### config.mk
export PLATFORM = sky130hd
export DESIGN_NAME = line_window
export DESIGN_NICKNAME = d
export VERILOG_FILES = /design/src/logic/conv_pkg.sv /design/src/logic/line_window.sv
export SDC_FILE = /design/constraint.sdc
export NUM_CORES = 1
export LEC_CHECK = 0
export ABC_AREA = 1
export BUFFER_PORTS_ARGS = -buffer_cell sky130_fd_sc_hd__buf_2
export CAP_MARGIN = 20
export CORE_ASPECT_RATIO = 2
export CORE_MARGIN = 2
export CORE_UTILIZATION = 54
export DETAILED_ROUTE_END_ITERATION = 6
export PLACE_DENSITY = 0.84
export SLEW_MARGIN = 15
export SYNTH_ARGS = -nofsm -noshare
export SYNTH_HDL_FRONTEND = slang
export SYNTH_SLANG_ARGS = --single-unit
### constraint.sdc
create_clock -name clk -period 2.24 [get_ports clk]
set_clock_uncertainty 0.1 [all_clocks]
set_input_delay 0.112 -clock clk [delete_from_list [all_inputs] [get_ports clk]]
set_output_delay 0.112 -clock clk [all_outputs]
set_load 0.02 [all_outputs]
### src/logic/conv_pkg.sv
package conv_pkg;

	// window geometry
	localparam int KERNEL = 3;
	localparam int TAPS = KERNEL * KERNEL;

	// newest pixel of the window sits in the bottom right corner
	localparam int TAP_NEWEST = TAPS - 1;

	typedef logic signed [7:0] pixel_t;
	typedef logic signed [7:0] weight_t;
	typedef logic signed [15:0] bias_t;

	// full product of one pixel and one weight
	typedef logic signed [15:0] prod_t;

	// bias plus nine products
	typedef logic signed [20:0] acc_t;

	typedef logic [15:0] coef_word_t;
	typedef logic [7:0] coord_t;

	// tap = kernel row * 3 + kernel column, row 0 on top
	typedef pixel_t [TAPS-1:0] window_t;

	typedef struct packed
	{
		logic valid;
		coord_t row;
		coord_t col;
	} pos_t;

	typedef enum logic
	{
		SCAN_IDLE,
		SCAN_RUN
	} scan_state_e;

	typedef enum logic [1:0]
	{
		LOAD_IDLE,
		LOAD_BIAS,
		LOAD_WEIGHT
	} load_state_e;

endpackage

### src/logic/line_window.sv
module line_window
	import conv_pkg::*;
#(
	parameter int IMG_W = 6
)
(
	input logic clk,
	input logic rst,
	input pixel_t pixel_in,
	input logic pixel_read,
	output window_t window
);

	// a row register plus its line buffer spans one image row
	localparam int LB_DEPTH = IMG_W - KERNEL;

	pixel_t line_buf [KERNEL-1][LB_DEPTH];

	always_ff @(posedge clk or posedge rst)
	begin
		if (rst)
		begin
			window <= '0;
		end
		else if (pixel_read)
		begin
			// each row register shifts left by one column
			for (int kr = 0; kr < KERNEL; kr++)
			begin
				for (int kc = 0; kc < KERNEL - 1; kc++)
				begin
					window[kr * KERNEL + kc] <= window[kr * KERNEL + kc + 1];
				end
			end
			// upper rows are refilled from the line buffers
			for (int kr = 0; kr < KERNEL - 1; kr++)
			begin
				window[kr * KERNEL + KERNEL - 1] <= line_buf[kr][LB_DEPTH-1];
			end
			window[TAP_NEWEST] <= pixel_in;
		end
	end

	// buffer kr takes what falls out of the row below it
	always_ff @(posedge clk)
	begin
		if (pixel_read)
		begin
			for (int b = 0; b < KERNEL - 1; b++)
			begin
				line_buf[b][0] <= window[(b + 1) * KERNEL];
				for (int i = 1; i < LB_DEPTH; i++)
				begin
					line_buf[b][i] <= line_buf[b][i-1];
				end
			end
		end
	end

endmodule

==> results.cfg, run 1 <==
[route]
initialDrtViolationCount = 232
dr.pass1.iters = 4
viasPerCell = 4.94
wl_per_cell_um = 14.3
vias = 2756
ant_nets = 0
wirelength_mm = 7.97
drc = 0

[placement]
place_inst = 517
dp_hpwl_mm = 4.57
io_buffers = 82
gp_congestion = 0.690

[sta]
fin_crit_ps = 1250
final-setup-viol-count = 0
slew_viol_final = 0
fmax_mhz = 801
setup_tns_ps = 0
relSlewSlack_pct = 62.6
worst-slew-pin-transition_ps = 561
rsz0062_at_grt = false
post-route-period-util_pct = 55.8
finalHoldViolCount = 0

[floorplanning]
start_util_pct = 55.6
core_area_sq_um = 7540
die_w_um = 66.3
num_rows = 45
die-area_sq_um = 8530
io_pins = 83
die_h_um = 129

[worst_setup_path]
path_cells = buf_2
crit_fanout = 3
critPathRequiredTime_ps = 2030
critical_path_class = register to output port
path_delay_family = flip-flops
path_buf_inv = 1
crit_slowest_cell = dfrtp_1
startpoint_type = register
critPathArrivalTime_ps = 1040
slowest_delay_ps = 440
end_kind = output port

[global_route]
antenna_found_initial = 0
overflow = 0
grt_max_degree = 73
grt_usage_pct = 20.5
grt_pass1_wl_mm = 12.7
grt_pass1_vias = 2686

[yosys]
synth_cell_types = 8
synthArstFlopShare_pct = 60.0
syn_area_sq_um = 4190
synth_top_area_share_pct = 43.0
synth_compound_area_share_pct = 0
synth.area.top_cells = dfrtp_1 43%, edfxtp_1 34%, nand2_1 19%
synth_top_family_by_area = simple AND/OR/NAND/NOR gates
syn_avg_cell_area_sq_um = 11.9
yosys.area.top_type = dfrtp_1
synthXorXnorAreaFrac_pct = 0
synth_most_common_cell = nand2_1
synthMuxAreaShare_pct = 0
synth_fa_ha_area_share_pct = 0
yosys.area_share.simple_pct = 19.3
yosysSeqAreaShare_pct = 77.3
synthCells = 353
ys.flop_type = dfrtp_1
ys_top_cells_by_count = 216 x nand2_1, 72 x dfrtp_1, 48 x edfxtp_1
ys_ff_latch = 120
synth-edff-count = 48
syn_nets = 364
yosysWarnings = 0

[hold_path]
worstHoldPathType = input port to register

[clock_network]
cts_resized = 0
clockRootBuffer = clkbuf_16
ctsLongestPathBuffers = 2
clk_latency_ps = 410
ctsHtreeMaxLevel = 4
cts_sinks = 120
post-cts-setup-buffer-count = 0
cts_tree = yes
clk_pin_slew_ps = 50
numCtsBuffers = 17
cts_hold_buffers = 9

[finish]
area_growth_pct = 25.9
antenna-diode-count = 0
finalNonFillerCells = 558
fin_nets = 462
final_layout_size_suffix_gt1_share_pct = 24.8

[run_status]
outcome = finished clean

[pwr]
ir_drop_uv = 880
power_density_nw_per_um2 = 1100
p_leak_nw = 2.70

[flow_run]
cap_violations = 0
[worst register-to-register path, delay by kind of cell, from the launching register on]
kind          cells  cell delay (ps)
flops             1              440
simple gates      2              140
[flip-flops by register name, summed over array words and instances, names as in the netlist]
signal / count
line_buf: 48
window: 72
[report_power, final]
group / internal, mW / switching (mW) / total, mW / leakage, nW
Combinational: 0.184 / 0.406 / 0.590 / 1.05
Clock: 1.65 / 0.904 / 2.55 / 0.277
Sequential: 2.53 / 0.133 / 2.66 / 1.38
Total: 4.36 / 1.44 / 5.81 / 2.70
[routing by layer]
metal  part of all wire, %  track usage, %
met5                     0               0
met4                  0.83            7.56
met3                   5.6            8.65
met2                    53            31.8
met1                    40            25.8
[through the flow]
| stage | power, mW | instance area [sq um] | hold slack, ps | setup slack [ps] | util (%) |
|---|---|---|---|---|---|
| floorplan | 3.04 | 4190 | 124 | 203 | - |
| global placement | 3.25 | 4630 | 137 | 850 | 61.4 |
| detailed placement | 3.28 | 4630 | 142 | 828 | 61.4 |
| CTS | 5.85 | 5280 | 86.8 | 958 | 70.0 |
| global route | 6.04 | 5280 | 138 | 962 | 70.0 |
| finish | 5.81 | 5280 | 100 | 991 | 70.0 |
[final timing paths]
| path | depth (start not counted) | from | slack, ps | end |
|---|---|---|---|---|
| worst max-delay path | 1 | window[17]$_DFFE_PP0P_ | 990 | window[17] |
| worst min-delay path | 3 | pixel_read | 100 | window[66]$_DFFE_PP0P_ |
| worst max register to register | 2 | window[17]$_DFFE_PP0P_ | 1440 | window[17]$_DFFE_PP0P_ |
| worst min register to register | 0 | line_buf[0][9]$_DFFE_PP_ | 310 | line_buf[0][1]$_DFFE_PP_ |
| max in group asynchronous | 4 | rst | 1410 | window[37]$_DFFE_PP0P_ |
| min in group asynchronous | 4 | rst | 260 | window[28]$_DFFE_PP0P_ |
[area by class of cell]
type	instances	area, sq um
clock inverter	10	103
inverter	2	12.5
clock buffer	22	454
fill	553	2270
multi-input combinational	216	811
timing repair buffer	94	538
sequential	120	3240
tap	94	118
[layout by cell type, fill, tap and decap left out, types with 2 or more instances in the layout]
cell type      instances
buf_4                  3
clkbuf_1               4
nand2_1              216
dlygate4sd3_1          9
clkbuf_16             17
buf_2                 81
dfrtp_1               72
bufinv_16              2
clkinv_2               7
edfxtp_1              48
[logic make-up after synthesis]
logic type,Yosys count
buffers and inverters,17
flip-flops,120
AND/OR/NAND/NOR,216
Note: power is estimated with default switching activity, not from simulation.
==> run 2, diff against run 1 <==
--- a/config.mk
+++ b/config.mk
@@ -5,14 +5,14 @@
 export SDC_FILE = /design/constraint.sdc
 export NUM_CORES = 1
 export LEC_CHECK = 0
-export ABC_AREA = 1
+export ABC_AREA = 0
 export BUFFER_PORTS_ARGS = -buffer_cell sky130_fd_sc_hd__buf_2
 export CAP_MARGIN = 20
 export CORE_ASPECT_RATIO = 2
 export CORE_MARGIN = 2
-export CORE_UTILIZATION = 54
+export CORE_UTILIZATION = 55
 export DETAILED_ROUTE_END_ITERATION = 6
-export PLACE_DENSITY = 0.84
+export PLACE_DENSITY = 0.85
 export SLEW_MARGIN = 15
 export SYNTH_ARGS = -nofsm -noshare
 export SYNTH_HDL_FRONTEND = slang
==> constraint.sdc (replaced) <==
create_clock -name clk -period 1.2 [get_ports clk]
set_clock_uncertainty 0.1 [all_clocks]
set_input_delay 0.06 -clock clk [delete_from_list [all_inputs] [get_ports clk]]
set_output_delay 0.06 -clock clk [all_outputs]
set_load 0.02 [all_outputs]
==> run 2 against run 1 <==
  * The run now ends with negative hold slack left
  * Critical path depth is the same
  * Register-to-register slack lost 1200 ps
  * Largest power group unchanged
  * Die area grew 4.5%
  * Via count shrank 23%
  * First-iteration DRC count shrank 46%
  * Synthesized cell count shrank 43%
  * Worst hold slack lost 110 ps
  * Global-route usage shrank 1.4 points
  * Cell area grew 8.0%
==> results.cfg, run 2 <==
[floorplanning]
die-area_sq_um = 8910
io_pins = 83
die_w_um = 67.8
core_area_sq_um = 7890
die_h_um = 132
start_util_pct = 56.7
num_rows = 46

[sta]
fin_crit_ps = 1150
post-route-period-util_pct = 95.7
worst-slew-pin-transition_ps = 382
finalHoldViolCount = 6
fmax_mhz = 871
rsz0062_at_grt = false
relSlewSlack_pct = 74.5
setup_tns_ps = 0
whs_ps = -8.52
final-setup-viol-count = 0
slew_viol_final = 0

[worst_setup_path]
critPathCapture = window[55]
worstSetupStartpoint = window[55]$_DFFE_PP0P_
critPathArrivalTime_ps = 990
r2r_slack_ps = 290
end_kind = output port
crit_slowest_cell = dfrtp_1
path_buf_inv = 1
critical_path_class = register to output port
reg2reg_depth = 1
startpoint_type = register
slowest_delay_ps = 410
r2r_start = window[30]$_DFFE_PP0P_
r2r_end = window[30]$_DFFE_PP0P_
path_cells = buf_2
path_delay_family = flip-flops
worstSetupPathDepth = 1
crit_fanout = 3
critPathRequiredTime_ps = 1040

[yosys]
synthXorXnorAreaFrac_pct = 0
ys_ff_latch = 120
synth.area.top_cells = dfrtp_1 40%, edfxtp_1 32%, mux2_4 24%
synth_top_family_by_area = multiplexers
ys.flop_type = dfrtp_1
synthMuxAreaShare_pct = 24.0
syn_avg_cell_area_sq_um = 22.2
yosysWarnings = 0
yosys.area.top_type = dfrtp_1
yosys.area_share.simple_pct = 0
synth_top_area_share_pct = 40.3
synth_most_common_cell = dfrtp_1
syn_nets = 212
synth_fa_ha_area_share_pct = 0
synthCells = 201
yosysSeqAreaShare_pct = 72.5
syn_area_sq_um = 4470
synthArstFlopShare_pct = 60.0
synth-edff-count = 48
synth_cell_types = 7
ys_top_cells_by_count = 72 x dfrtp_1, 70 x mux2_4, 48 x edfxtp_1
synth_compound_area_share_pct = 0

[route]
vias = 2122
wirelength_mm = 7.55
initialDrtViolationCount = 126
wl_per_cell_um = 17.8
drc = 0
ant_nets = 0
dr.pass1.iters = 4
viasPerCell = 5.00

[placement]
io_buffers = 82
dp_hpwl_mm = 4.43
place_area_sq_um = 5040
gp_congestion = 0.681

[finish]
fin_nets = 326
final_layout_size_suffix_gt1_share_pct = 60.1
reg_top3 = window: 72 flops, line_buf: 48 flops
most-common-layout-cells = 81 x buf_2, 72 x dfrtp_1, 70 x mux2_4
design_area_sq_um = 5700
final_common_cell = buf_2
fillers = 483
seqCellArea_sq_um = 3240
largest_reg_flops = 72
area_growth_pct = 27.5
antenna-diode-count = 0
largest_register = window
multi_input_area_sq_um = 1070

[pwr]
ir_drop_uv = 1330
p_leak_nw = 2.63
power_density_nw_per_um2 = 2090
fin_total_pwr_mw = 11.9

[global_route]
grt_pass1_vias = 2388
grt_max_degree = 73
met3_usage_pct = 7.28
overflow = 0
grt_pass1_wl_mm = 12.2
antenna_found_initial = 0
grt_usage_pct = 19.1
use_met2_pct = 28.6
grt_most_used_layer = met2
met1_usage_pct = 24.4

[flow_run]
cap_violations = 0

[run_status]
violations = negative hold slack
outcome = finished, violations left

[clock_network]
cts_sinks = 120
clk_pin_slew_ps = 50
cts_tree = yes
ctsHtreeMaxLevel = 4
clk_latency_ps = 400
numCtsBuffers = 17
ctsLongestPathBuffers = 2
clockRootBuffer = clkbuf_16
cts_hold_buffers = 9

[hold_path]
worstHoldPathType = input port to register
-- run 2: changes by cell type after synthesis --
cell	before	now
nand2_1	216	0
mux2_4	0	70
buf_12	0	7
buf_6	8	1
buf_2	6	0
mux2_2	0	2
buf_4	1	0
inv_6	1	0
-- run 2: where the power goes --
part / total (mW) / switching [mW] / internal [mW]
clock: 4.82 / 1.75 / 3.07
sequential: 5.27 / 0.372 / 4.90
combinational: 1.82 / 0.933 / 0.890
-- run 2: worst min path at each step --
stage,from,endpoint,cells past startpoint
2_1_floorplan,pixel_read,line_buf[0][0]$_DFFE_PP_,0
3_3_place_gp,rst,window[7]$_DFFE_PP0P_,3
3_5_place_dp,rst,window[8]$_DFFE_PP0P_,3
4_1_cts,pixel_read,window[48]$_DFFE_PP0P_,2
5_1_grt,pixel_read,window[64]$_DFFE_PP0P_,2
6_report,pixel_read,window[64]$_DFFE_PP0P_,2
-- run 2: per-stage QoR --
stage | hold WS, ps | setup WS [ps] | std cells | util (%)
3_5_place_dp | 97.1 | 119 | 383 | 63.9
6_report | -8.52 | 52.1 | 424 | 72.3
3_3_place_gp | 85.9 | 143 | 383 | 63.9
2_1_floorplan | 72.5 | 242 | 201 | -
4_1_cts | -25.3 | 35.2 | 424 | 72.3
5_1_grt | -14.7 | 6.84 | 424 | 72.3
-- run 2: cell families (layout without fill, tap and decap cells) --
| group | count (synthesis) | after routing |
|---|---|---|
| DFF | 120 | 120 |
| muxes | 72 | 72 |
| buffers and inverters | 9 | 136 |
-- run 2: repair_timing --
item                                   in CTS  in global routing
gates resized for setup                     0                  0
setup buffers                               0                  0
endpoints found under the hold margin      86                  7
-- run 2: final cells by class --
class	instances	area share, %
clock buffer	18	7.70
clock inverter	14	2.33
inverter	1	0.132
multi-input combinational	72	18.8
sequential	120	56.9
tap	96	2.11
timing repair buffer	103	12.0
-- run 2: routing by layer --
metal	routed length, um	share of wire, %
met4	128	1.7
met5	0	0
met2	3840	51
met1	3170	42
met3	409	5.4
==> run 3, diff against run 2 <==
--- a/config.mk
+++ b/config.mk
@@ -10,9 +10,10 @@
 export CAP_MARGIN = 20
 export CORE_ASPECT_RATIO = 2
 export CORE_MARGIN = 2
-export CORE_UTILIZATION = 55
+export CORE_UTILIZATION = 57
+export CTS_BUF_LIST = sky130_fd_sc_hd__clkbuf_8
 export DETAILED_ROUTE_END_ITERATION = 6
-export PLACE_DENSITY = 0.85
+export PLACE_DENSITY = 0.88
 export SLEW_MARGIN = 15
 export SYNTH_ARGS = -nofsm -noshare
 export SYNTH_HDL_FRONTEND = slang
==> run 3 against run 2 <==
  * The flow finishes with violations (negative setup slack)
  * Worst hold slack better by 91 ps
  * Total power is 9.8% lower
  * Die area is 3.4% lower
  * Global-route usage is 1.2 points lower
  * Utilization is 2.6 points higher
  * Critical path type is now input port to register
  * Fmax is 4.8% lower
  * Register-to-register slack worse by 180 ps
==> results.cfg, run 3 (synthesis gave the netlist of run 2 again) <==
[placement]
place_area_sq_um = 4980
io_buffers = 82
place_inst = 377
gp_congestion = 0.675
dp_hpwl_mm = 4.39

[route]
viasPerCell = 4.94
drc = 0
dr.pass1.iters = 6
wl_per_cell_um = 16.6
vias = 2189
wirelength_mm = 7.37
ant_nets = 0
initialDrtViolationCount = 75

[finish]
area_growth_pct = 27.2
reg_top3 = window: 72 flops, line_buf: 48 flops
largest_reg_flops = 72
largest_register = window
final_common_cell = buf_2
most-common-layout-cells = 74 x buf_2, 72 x dfrtp_1, 70 x mux2_4
antenna-diode-count = 0
final_layout_size_suffix_gt1_share_pct = 62.5
finalNonFillerCells = 443
fin_nets = 347
design_area_sq_um = 5690

[sta]
relSlewSlack_pct = 73.7
fmax_mhz = 830
final-setup-viol-count = 2
rsz0062_at_grt = true
fin_crit_ps = 1210
worst-slew-pin-transition_ps = 394
slew_viol_final = 0
setup_slack_ps = -5.20
finalHoldViolCount = 0
post-route-period-util_pct = 100

[floorplanning]
num_rows = 45
die-area_sq_um = 8610
die_h_um = 129
io_pins = 83
core_area_sq_um = 7600
start_util_pct = 58.8
die_w_um = 66.6

[pwr]
ir_drop_uv = 1570
p_leak_nw = 2.65
power_density_nw_per_um2 = 1890

[global_route]
grt_pass1_vias = 2217
overflow = 0
antenna_found_initial = 0
grt_pass1_wl_mm = 11.1
grt_max_degree = 36
grt_usage_pct = 17.9

[worst_setup_path]
critical_path_class = input port to register
crit_fanout = 33
end_kind = register
r2r_end = window[36]$_DFFE_PP0P_
r2r_start = window[44]$_DFFE_PP0P_
r2r_slack_ps = 110
critPathArrivalTime_ps = 1400
critPathRequiredTime_ps = 1400
startpoint_type = input port
reg2reg_depth = 3

[hold_path]
worstHoldPathType = input port to asynchronous set/reset pin

[clock_network]
clockRootBuffer = clkbuf_8
clk_pin_slew_ps = 80
cts_sinks = 120
ctsHtreeMaxLevel = 4
clk_latency_ps = 410
cts_tree = yes
numCtsBuffers = 17
ctsLongestPathBuffers = 2

[run_status]
violations = negative setup slack
outcome = finished, violations left

[flow_run]
cap_violations = 0
-- run 3: changes by cell type in the layout (fill, tap and decap cells not counted) --
cell,change
buf_4,+23
clkbuf_16,-17
clkbuf_8,+16
buf_2,-7
buf_6,+6
buf_12,-2
clkinv_2,-2
clkinv_4,+2
inv_6,+2
clkinv_1,-1
dlygate4sd3_1,+1
-- run 3: area by class of cell --
class,count,area [sq um]
Clock buffer,17,234
Clock inverter,15,154
Fill cell,452,1910
Inverter,1,7.51
Multi-Input combinational cell,72,1070
Sequential cell,120,3240
Tap cell,94,118
Timing Repair Buffer,124,860
-- run 3: worst max-delay path by stage --
stage,start,endpoint,slack [ps]
2_1_floorplan,rst,window[0]$_DFFE_PP0P_,240
3_3_place_gp,pixel_read,window[42]$_DFFE_PP0P_,150
3_5_place_dp,pixel_read,window[43]$_DFFE_PP0P_,150
4_1_cts,window[20]$_DFFE_PP0P_,window[20],8
5_1_grt,window[56]$_DFFE_PP0P_,window[56],-30
6_report,pixel_read,window[42]$_DFFE_PP0P_,-5
-- run 3: per-layer routing --
layer  track usage (%)  vias to the layer above  share of wire [%]
met5                 0                        -                  0
met4              7.56                        0                1.3
met3              6.60                        9                5.0
met2              27.5                       80                 52
met1              22.9                     1097                 42
li1                  -                     1003                  -
-- run 3: worst max-delay path, cell delays in order --
cell and delay, ps:
dlygate4sd3_1 550, buf_6 190, buf_12 240, mux2_2 360
-- run 3: power breakdown --
group | switching [mW] | total (mW) | leakage (nW) | internal (mW)
Combinational | 0.992 | 2.06 | 1.14 | 1.07
Sequential | 0.348 | 5.24 | 1.32 | 4.89
Clock | 1.61 | 3.46 | 0.190 | 1.85
-- run 3: metrics by stage --
stage | setup TNS [ps] | util, % | total power [mW] | setup slack [ps] | hold slack [ps]
floorplan | 0 | - | 6.49 | 242 | 72.5
global placement | 0 | 65.5 | 7.03 | 151 | -36.1
detailed placement | 0 | 65.5 | 7.12 | 146 | -24.5
CTS | 0 | 72.0 | 10.6 | 7.97 | 65.0
global route | -61.6 | 74.8 | 11.2 | -25.8 | 94.2
finish | -9.79 | 74.8 | 10.8 | -5.20 | 82.9
-- run 3: timing repair --
item                                    in CTS  in global routing
hold buffers                                10                  0
buffers inserted                             1                 23
endpoints found under the setup margin       1                 27
gates resized for setup                      0                 13
hold endpoints to repair                    84                  0
