`src/logic/conv_pkg.sv`:
```
package conv_pkg;

	// window geometry
	localparam int KERNEL = 3;
	localparam int TAPS = KERNEL * KERNEL;

	// newest pixel of the window sits in the bottom right corner
	localparam int TAP_NEWEST = TAPS - 1;

	typedef logic signed [7:0] pixel_t;
	typedef logic signed [7:0] weight_t;
	typedef logic signed [15:0] bias_t;

	// full product of one pixel and one weight
	typedef logic signed [15:0] prod_t;

	// bias plus nine products
	typedef logic signed [20:0] acc_t;

	typedef logic [15:0] coef_word_t;
	typedef logic [7:0] coord_t;

	// tap = kernel row * 3 + kernel column, row 0 on top
	typedef pixel_t [TAPS-1:0] window_t;

	typedef struct packed
	{
		logic valid;
		coord_t row;
		coord_t col;
	} pos_t;

	typedef enum logic
	{
		SCAN_IDLE,
		SCAN_RUN
	} scan_state_e;

	typedef enum logic [1:0]
	{
		LOAD_IDLE,
		LOAD_BIAS,
		LOAD_WEIGHT
	} load_state_e;

endpackage

```
`src/logic/scan_ctrl.sv`:
```
module scan_ctrl
	import conv_pkg::*;
#(
	parameter int IMG_W = 6,
	parameter int IMG_H = 5
)
(
	input logic clk,
	input logic rst,
	input logic frame_start,
	input logic coef_ready,
	output logic pixel_read,
	output coord_t read_row,
	output coord_t read_col,
	output pos_t scan_pos
);

	localparam coord_t LAST_COL = coord_t'(IMG_W - 1);
	localparam coord_t LAST_ROW = coord_t'(IMG_H - 1);

	scan_state_e state;
	logic last_col;
	logic last_pixel;
	logic window_full;

	assign pixel_read = (state == SCAN_RUN);
	assign last_col = (read_col == LAST_COL);
	assign last_pixel = last_col && (read_row == LAST_ROW);

	// window is complete once two rows and two columns lie behind the read
	assign window_full = (read_row >= coord_t'(KERNEL - 1)) &&
		(read_col >= coord_t'(KERNEL - 1));

	always_ff @(posedge clk or posedge rst)
	begin
		if (rst)
		begin
			state <= SCAN_IDLE;
			read_row <= '0;
			read_col <= '0;
		end
		else
		begin
			case (state)
				SCAN_IDLE:
				begin
					// coefficients must be in place before a frame
					if (frame_start && coef_ready)
					begin
						state <= SCAN_RUN;
						read_row <= '0;
						read_col <= '0;
					end
				end
				SCAN_RUN:
				begin
					if (last_pixel)
					begin
						state <= SCAN_IDLE;
						read_row <= '0;
						read_col <= '0;
					end
					else if (last_col)
					begin
						read_row <= read_row + 1'b1;
						read_col <= '0;
					end
					else
					begin
						read_col <= read_col + 1'b1;
					end
				end
				default:
				begin
					state <= SCAN_IDLE;
				end
			endcase
		end
	end

	// position of the window's top left corner
	always_ff @(posedge clk or posedge rst)
	begin
		if (rst)
		begin
			scan_pos <= '0;
		end
		else
		begin
			scan_pos.valid <= pixel_read && window_full;
			scan_pos.row <= read_row - coord_t'(KERNEL - 1);
			scan_pos.col <= read_col - coord_t'(KERNEL - 1);
		end
	end

	read_in_frame: assert property (@(posedge clk) disable iff (rst)
		pixel_read |-> (read_col < IMG_W) && (read_row < IMG_H));

endmodule

```
`config.mk`:
```
export PLATFORM = sky130hd
export DESIGN_NAME = scan_ctrl
export DESIGN_NICKNAME = d
export VERILOG_FILES = /design/src/logic/conv_pkg.sv /design/src/logic/scan_ctrl.sv
export SDC_FILE = /design/constraint.sdc
export NUM_CORES = 1
export LEC_CHECK = 0
export ABC_CLOCK_PERIOD_IN_PS = 2300
export BUFFER_PORTS_ARGS = -buffer_cell sky130_fd_sc_hd__buf_2
export CORE_UTILIZATION = 48
export DETAILED_ROUTE_END_ITERATION = 10
export MAX_ROUTING_LAYER = met4
export PLACE_DENSITY = 0.72
export SYNTH_ARGS = -nofsm -noshare
export SYNTH_HDL_FRONTEND = slang
export SYNTH_SLANG_ARGS = --single-unit
export TNS_END_PERCENT = 10
```
`constraint.sdc`:
```
create_clock -name clk -period 2.3 [get_ports clk]
set_clock_uncertainty 0.05 [all_clocks]
set_input_delay 0.46 -clock clk [delete_from_list [all_inputs] [get_ports clk]]
set_output_delay 0.46 -clock clk [all_outputs]
set_load 0.01 [all_outputs]
```
==> results of run 1 <==
[critical path, delay by kind of cell, from the launching register on]
| family | cells | cell delay (ps) |
|---|---|---|
| and+or+nand+nor | 2 | 730 |
| AOI/OAI and AO/OA | 2 | 680 |
| DFF | 1 | 520 |
[layout make-up]
type                            instances  area [sq um]
Fill cell                             316          1430
Clock buffer                            5          37.5
Multi-Input combinational cell        107           746
Sequential cell                        34           851
Inverter                               11          41.3
Tap cell                               46          57.6
Clock inverter                          2          10.0
Timing Repair Buffer                   38           193
[where the power goes]
part	total (mW)	internal (mW)	switching, mW
logic	0.951	0.439	0.512
clock network	0.303	0.110	0.194
registers	1.08	0.833	0.250
[cells by family (layout without fill, tap and decap cells)]
group / count (synthesis) / in the layout
buffers and inverters: 19 / 56
AOI/OAI and AO/OA: 31 / 31
adders and majority gates: 10 / 10
DFF: 34 / 34
xor gates and xnor gates: 12 / 12
and+or+nand+nor: 54 / 54
[layer usage]
layer / vias up / track usage, % / wire length (um)
met3: 9 / 5.04 / 181
met4: 0 / 8.12 / 68
met1: 613 / 27.8 / 1590
met2: 46 / 29.3 / 1440
met5: - / - / 0
li1: 633 / - / -
[flip-flops by register name, summed over array words and instances (netlist names)]
signal / flops
pixel_read: 1
read_col: 8
scan_pos: 17
read_row: 8
[Yosys cell counts]
cell type | number | area (sq um)
and3_1 | 1 | 6.26
and4_1 | 2 | 17.5
dfrtp_1 | 34 | 851
nand4_1 | 2 | 12.5
o22ai_1 | 1 | 6.26
a21o_1 | 1 | 7.51
a21oi_1 | 3 | 15.0
clkbuf_1 | 4 | 15.0
a21oi_2 | 1 | 8.76
and2_2 | 1 | 7.51
or3_1 | 4 | 25.0
inv_1 | 11 | 41.3
nor3_1 | 5 | 25.0
a31o_2 | 2 | 17.5
xor2_1 | 9 | 78.8
nor4_4 | 1 | 21.3
nor3b_1 | 1 | 7.51
o221ai_1 | 1 | 8.76
or3_2 | 1 | 7.51
buf_4 | 1 | 7.51
a22o_2 | 1 | 10.0
buf_6 | 2 | 22.5
a41o_2 | 1 | 11.3
o32ai_1 | 1 | 8.76
o21ai_0 | 8 | 40.0
nand2_1 | 15 | 56.3
a22oi_1 | 4 | 30.0
nor2b_1 | 1 | 6.26
xnor2_1 | 3 | 26.3
and3b_1 | 1 | 8.76
or2_2 | 3 | 18.8
nand2b_1 | 1 | 6.26
nor4_1 | 2 | 12.5
a31oi_1 | 6 | 37.5
ha_1 | 10 | 125
nand3_1 | 5 | 25.0
clkbuf_2 | 1 | 5.00
o31ai_1 | 1 | 7.51
and4b_1 | 1 | 10.0
and4_2 | 1 | 10.0
nor2_1 | 6 | 22.5
[metrics by stage]
stage	total power, mW	instance area (sq um)	hold slack, ps
2_1_floorplan	1.73	1690	458
3_3_place_gp	2.02	1890	398
3_5_place_dp	2.05	1890	416
4_1_cts	2.36	1940	39.8
5_1_grt	2.55	1940	50.0
6_report	2.34	1940	36.2
[how the worst min path moves through the flow]
stage / cells after the start / startpoint / slack [ps] / end
6_report: 2 / rst / 40 / scan_pos[15]
5_1_grt: 2 / rst / 50 / scan_pos[15]
4_1_cts: 2 / rst / 40 / scan_pos[15]
3_5_place_dp: 2 / rst / 420 / scan_pos[15]
3_3_place_gp: 2 / rst / 400 / scan_pos[15]
2_1_floorplan: 0 / read_row[0] / 460 / scan_pos[8]
==> flow_summary.toml, run 1 <==
[finish]
nNetsFinal = 211
area_growth_pct = 14.7
fin_util_pct = 57.6
mostFrequentLayoutCells = "buf_2 (37), dfrtp_1 (34), nand2_1 (15)"
layout.cells.non_filler = 243
n_antenna_cell = 0
layout_commonest_cell = "buf_2"
drive_above_1_share_pct = 28.9

[status]
status = "completed"

[cts]
ctsResizeCount = 0
cts_tree = "done"
clkSinkCount = 34
cts-buffers-inserted = 5
clock_path_buffers = 2
clock_latency_ps = 330
cts_hold_buf = 0
cts_post_setup_buffers_inserted = 0
htreeDepth = 2
clk_pin_slew_ps = 100
root_buffer = "clkbuf_4"

[pwr]
peakVddDrop_v = 0.000642
p_per_area_nw_per_um2 = 1210
p_leak_nw = 0.985

[logic_synthesis]
syn_inst = 160
synth_fa_ha_area_share_pct = 7.41
synth_xor_area_share_pct = 6.23
synth.distinct_cells = 41
synth_mux_area_share_pct = 0
synth_compound_area_share_pct = 12.4
synth-seq-area-share_pct = 50.4
syn-cell-area_sq_um = 1690
yosys_warnings = 0
synth-simple-area-share_pct = 18.2
synth_nets = 174
synth_top_family_by_area = "simple AND/OR/NAND/NOR gates"
synth-seq-cells = 34
syn_area_per_cell_sq_um = 10.5

[placed_design]
gp_congestion = 0.874
placed_cells = 236
hpwl_um = 2440
pre_cts_ws_ps = 249
port_buffers = 37

[global_route]
antenna_found_initial = 0
grt.total_usage_pct = 20.5
grt_pass1_vias = 1172
grt-ovfl-total = 0
grt_max_degree = 25
grt_pass1_wl_um = 5350

[route]
wl_per_cell_um = 13.5
drc = 0
wl_um = 3280
vias_per_cell = 5.35
via_count = 1301
postRouteAntennaNets = 0
dr.pass1.iters = 4
drt_iter0_drc = 24

[worst_setup_path]
critPathKind = "flop to flop"
cp_cell_sequence = "nor4_4 > nand3_1 > o21ai_0 > a22oi_1"
crit_path_end = "read_row[2]"
crit_path_end_kind = "flop"
critPathRequiredTime_ps = 2450
rr_worst_depth = 4
slowest_delay_ps = 520
cp-startpoint = "read_col[4]"
r2r_slack_ps = 190
path_max_fanout = 10
crit_arrival_ps = 2260
r2r-start = "read_col[4]"
cp_slowest_cell = "dfrtp_1"
crit_path_start_kind = "flop"
r2r_end = "read_row[2]"

[die]
core.rowCount = 21
start_util_pct = 50.2
ios = 38
dieWidth_um = 61.3
die_height_um = 61.3
die_area_sq_um = 3760
core-area_sq_um = 3360

[sta]
final-max-slew-violation-count = 0
worstMarginPinSlew_ps = 635
fin_crit_sh_pct = 91.9
min_period_ps = 2110
slew_headroom_pct = 57.7
grt_setup_unrepaired = "no"
tns_ps = 0
hold_violations = 0
clock.fmax_mhz = 473
setup_viol = 0
finalWorstSetupSlack_ps = 186

[flow_run]
cap_violations = 0

[worst_hold_path]
holdCritPathClass = "input port to asynchronous set/reset pin"
No activity file was read; power rests on OpenSTA's default activity.
==> run 2: changes to the inputs <==
--- a/config.mk
+++ b/config.mk
@@ -8,6 +8,7 @@
 export ABC_CLOCK_PERIOD_IN_PS = 2300
 export BUFFER_PORTS_ARGS = -buffer_cell sky130_fd_sc_hd__buf_2
 export CORE_UTILIZATION = 48
+export CTS_BUF_LIST = sky130_fd_sc_hd__clkbuf_8
 export DETAILED_ROUTE_END_ITERATION = 10
 export MAX_ROUTING_LAYER = met4
 export PLACE_DENSITY = 0.72
==> run 2 against run 1 <==
Net effect: sequential share of layout area shrank 0.70 points; critical path type unchanged; clock-buffer cell count is the same; final cell count is the same; critical path depth is the same; critical endpoint unchanged; worst hold slack gained 62 ps; via count grew 1.8%; wire length grew 2.7%; setup slack gained 17 ps; non-clock buffer count is the same; largest power group unchanged; register-to-register slack gained 20 ps.
==> flow_summary.toml, run 2 (synthesis results as in run 1) <==
[sta]
fin_crit_sh_pct = 91.2
final-max-slew-violation-count = 0
holdWs_ps = 98.4
setup_viol = 0
clock.fmax_mhz = 477
tns_ps = 0
worstMarginPinSlew_ps = 654
hold_violations = 0
min_period_ps = 2100
grt_setup_unrepaired = "no"
slew_headroom_pct = 56.4
finalWorstSetupSlack_ps = 203

[die]
core-area_sq_um = 3360
dieWidth_um = 61.3
start_util_pct = 50.2
die_height_um = 61.3
core.rowCount = 21
die_area_sq_um = 3760
ios = 38

[pwr]
power_mw = 2.45
p_int_mw = 1.48
p_sw_mw = 0.975
combPwrFrac_pct = 38.9
netSwitchingFraction_pct = 39.8
p_clk_share_pct = 16.7
peakVddDrop_v = 0.000642
p_leak_nw = 0.998
power_frac_seq_pct = 44.3
p_per_area_nw_per_um2 = 1250

[finish]
regMostFlops = "scan_pos"
fin_util_pct = 58.5
largest_register_ffs = 17
fin_area_sq_um = 1970
n_antenna_cell = 0
nNetsFinal = 211
layout_commonest_cell = "buf_2"
area_growth_pct = 16.5
layout.cells.non_filler = 243
mostFrequentLayoutCells = "buf_2 (37), dfrtp_1 (34), nand2_1 (15)"
drive_above_1_share_pct = 28.9
top_regs = "scan_pos x17, read_col x8, read_row x8"
fillCellCount = 311

[worst_setup_path]
path_max_fanout = 10
crit_path_start_kind = "flop"
r2r-start = "read_col[4]"
critPathKind = "flop to flop"
crit_arrival_ps = 2190
cp_cell_sequence = "nor4_4 > nand3_1 > o21ai_0 > a22oi_1"
r2r_slack_ps = 200
critPathRequiredTime_ps = 2390
crit_family = "simple AND/OR/NAND/NOR gates"
rr_worst_depth = 4
r2r_end = "read_row[2]"
slowest_delay_ps = 500
cp_slowest_cell = "dfrtp_1"
crit_path_end_kind = "flop"
cp_num_buf_inv = 0

[route]
wl_per_cell_um = 13.8
via_count = 1325
dr.pass1.iters = 4
wl_um = 3370
drt_iter0_drc = 21
vias_per_cell = 5.45
postRouteAntennaNets = 0
drc = 0

[global_route]
grt-ovfl-total = 0
grt_pass1_wl_um = 5400
grt_max_degree = 25
grt.total_usage_pct = 20.5
antenna_found_initial = 0
grt_pass1_vias = 1153

[cts]
clkSinkCount = 34
cts_hold_buf = 0
clock_path_buffers = 2
cts-buffers-inserted = 5
ctsResizeCount = 0
clk_pin_slew_ps = 70
cts_tree = "done"
cts_post_setup_buffers_inserted = 0
root_buffer = "clkbuf_8"
clock_latency_ps = 280
htreeDepth = 2

[flow_run]
cap_violations = 0

[status]
status = "completed"

[placed_design]
hpwl_um = 2440
pre_cts_ws_ps = 249
gp_congestion = 0.874
dpl_cell_area_sq_um = 1890
port_buffers = 37
placed_cells = 236

[worst_hold_path]
holdCritPathClass = "input port to asynchronous set/reset pin"
[run 2: cell types whose count changed in the layout (fill, tap and decap cells not counted)]
cell	previous run	this run
clkbuf_4	5	0
clkbuf_8	0	5
[run 2: how the worst max path moves through the flow]
stage / startpoint / to / slack [ps] / depth (start not counted)
after floorplan: read_col[1] / read_row[3] / 510 / 7
after global placement: read_col[4] / read_row[6] / 420 / 4
after detailed placement: read_col[4] / read_row[2] / 250 / 4
after CTS: read_col[4] / read_row[2] / 230 / 4
after global routing: read_col[4] / read_row[4] / 60 / 4
final: read_col[4] / read_row[2] / 200 / 4
[run 2: layout make-up]
type / instances / area, sq um / area share, %
clock buffers: 5 / 68.8 / 3.50
clock inverters: 2 / 10.0 / 0.509
inverters: 11 / 41.3 / 2.10
multi-input cells: 107 / 746 / 37.9
flip-flops and latches: 34 / 851 / 43.3
well taps: 46 / 57.6 / 2.93
repair buffers: 38 / 193 / 9.80
[run 2: worst reg2reg max path, stage by stage (launching register included)]
cell and delay [ps]:
dfrtp_1 500, nor4_4 470, nand3_1 270, o21ai_0 490, a22oi_1 170
[run 2: metal layers]
layer | share of wire, % | track usage [%]
met1 | 47 | 28.1
met5 | 0 | -
met3 | 5.2 | 5.04
met4 | 1.6 | 7.14
met2 | 46 | 29.7
[run 2: power by group through the flow]
stage	logic, mW	clock network, mW	registers, mW
after global placement	0.940	0	1.07
after global routing	1.08	0.447	1.13
final	0.954	0.411	1.09
after detailed placement	0.959	0	1.09
after CTS	0.966	0.414	1.09
after floorplan	0.616	0	1.12
==> run 3: changes to the inputs <==
--- a/config.mk
+++ b/config.mk
@@ -5,13 +5,14 @@
 export SDC_FILE = /design/constraint.sdc
 export NUM_CORES = 1
 export LEC_CHECK = 0
-export ABC_CLOCK_PERIOD_IN_PS = 2300
+export ABC_CLOCK_PERIOD_IN_PS = 2200
 export BUFFER_PORTS_ARGS = -buffer_cell sky130_fd_sc_hd__buf_2
 export CORE_UTILIZATION = 48
 export CTS_BUF_LIST = sky130_fd_sc_hd__clkbuf_8
 export DETAILED_ROUTE_END_ITERATION = 10
 export MAX_ROUTING_LAYER = met4
 export PLACE_DENSITY = 0.72
+export RECOVER_POWER = 25
 export SYNTH_ARGS = -nofsm -noshare
 export SYNTH_HDL_FRONTEND = slang
 export SYNTH_SLANG_ARGS = --single-unit
==> constraint.sdc (replaced) <==
create_clock -name clk -period 2.2 [get_ports clk]
set_clock_uncertainty 0.05 [all_clocks]
set_input_delay 0.44 -clock clk [delete_from_list [all_inputs] [get_ports clk]]
set_output_delay 0.44 -clock clk [all_outputs]
set_load 0.005 [all_outputs]
==> run 3 against run 2 <==
Net effect: clock power is 29% higher; cell area is 1.8% higher; combinational power is 2% lower; sequential power hardly changed; core utilization is 1.0 points higher; first-iteration DRC count grew to 3.5 times the previous value; die area stayed put; largest cell class unchanged; clock-buffer cell count is 3 higher; register-to-register slack worse by 40 ps; critical path depth stayed put; critical path type unchanged; power is 5.1% higher.
==> flow_summary.toml, run 3 (synthesis results as in run 1) <==
[sta]
fin_crit_sh_pct = 92.5
final-max-slew-violation-count = 0
setup_viol = 0
slew_headroom_pct = 16.8
worstMarginPinSlew_ps = 1250
tns_ps = 0
finalWorstSetupSlack_ps = 166
clock.fmax_mhz = 492
hold_violations = 0
holdWs_ps = 71.7
min_period_ps = 2030
grt_setup_unrepaired = "no"

[cts]
root_buffer = "clkbuf_8"
clkSinkCount = 34
cts_post_setup_buffers_inserted = 0
ctsResizeCount = 0
htreeDepth = 2
clock_latency_ps = 280
cts-buffers-inserted = 5
cts_tree = "done"
clock_path_buffers = 2
clk_pin_slew_ps = 70
cts_hold_buf = 0

[finish]
layout.cells.non_filler = 245
fin_util_pct = 59.5
mostFrequentLayoutCells = "buf_2 (37), dfrtp_1 (34), nand2_1 (15)"
fin_area_sq_um = 2000
n_antenna_cell = 0
regMostFlops = "scan_pos"
nNetsFinal = 212
area_growth_pct = 18.6
drive_above_1_share_pct = 29.1
top_regs = "scan_pos x17, read_col x8, read_row x8"
layout_commonest_cell = "buf_2"
fillCellCount = 311
largest_register_ffs = 17

[worst_setup_path]
slowest_delay_ps = 490
cp-startpoint = "read_col[5]"
r2r_end = "read_row[6]"
crit_path_start_kind = "flop"
r2r-start = "read_col[5]"
crit_path_end = "read_row[6]"
cp_num_buf_inv = 0
path_depth = 4
crit_arrival_ps = 2130
r2r_slack_ps = 170
crit_path_end_kind = "flop"
path_max_fanout = 9
critPathKind = "flop to flop"
rr_worst_depth = 4
critPathRequiredTime_ps = 2290
cp_slowest_cell = "dfrtp_1"
crit_family = "simple AND/OR/NAND/NOR gates"
cp_cell_sequence = "nor4_4 > nand3_1 > o21ai_0 > a22oi_1"

[global_route]
grt_pass1_vias = 1198
antenna_found_initial = 0
grt.total_usage_pct = 21.5
grt-ovfl-total = 0
grt_pass1_wl_um = 5580
grt_max_degree = 25

[pwr]
p_per_area_nw_per_um2 = 1290
peakVddDrop_v = 0.000751
power_mw = 2.58
p_leak_nw = 1.01

[flow_run]
cap_violations = 0

[die]
dieWidth_um = 61.3
start_util_pct = 50.2
ios = 38
die_height_um = 61.3
die_area_sq_um = 3760
core.rowCount = 21
core-area_sq_um = 3360

[placed_design]
gp_congestion = 0.821
pre_cts_ws_ps = 197
dpl_cell_area_sq_um = 1900
hpwl_um = 2500
placed_cells = 237
port_buffers = 37

[route]
postRouteAntennaNets = 0
drc = 0
drt_iter0_drc = 74
via_count = 1326
dr.pass1.iters = 4
wl_per_cell_um = 14.1
vias_per_cell = 5.41
wl_um = 3450

[worst_hold_path]
holdCritPathClass = "input port to asynchronous set/reset pin"

[status]
status = "completed"
run 3: cell types whose count changed in the layout (fill, tap and decap cells not counted), sizes merged:
cell and delta:
clkbuf +4, clkinv -2
run 3: layer usage:
layer	vias to the layer above	part of all wire, %	GRT usage, %	routed length (um)
met5	-	0	-	0
met1	626	46	27.7	1580
met3	8	5.7	5.67	195
met2	50	47	32.1	1610
met4	0	1.9	8.44	65
li1	642	-	-	-
run 3: worst min-delay path by stage:
stage                   endpoint  slack [ps]  cells past startpoint
global placement    scan_pos[15]         380                      2
detailed placement  scan_pos[14]         390                      2
global route        scan_pos[14]         100                      2
floorplan            scan_pos[8]         420                      0
CTS                  read_row[1]          90                      2
finish               scan_pos[8]          70                      2
run 3: worst register-to-register path: cells and delay by family, from the launching register on:
kind,cells,cell delay (ps)
and+or+nand+nor,2,700
AOI/OAI and AO/OA,2,660
DFF,1,490
run 3: final cells by class:
cell class | instances | area (sq um) | share of cell area, %
Sequential cell | 34 | 851 | 42.5
Multi-Input combinational cell | 107 | 746 | 37.2
Timing Repair Buffer | 39 | 196 | 9.81
Clock buffer | 8 | 110 | 5.50
Tap cell | 46 | 57.6 | 2.88
Inverter | 11 | 41.3 | 2.06
run 3: power breakdown:
part           leakage [nW]  total (mW)  internal [mW]  switching, mW
Clock                0.0575       0.529          0.316          0.213
Combinational         0.544       0.934          0.466          0.468
Sequential            0.412        1.11          0.873          0.241
Total                  1.01        2.58           1.66          0.922
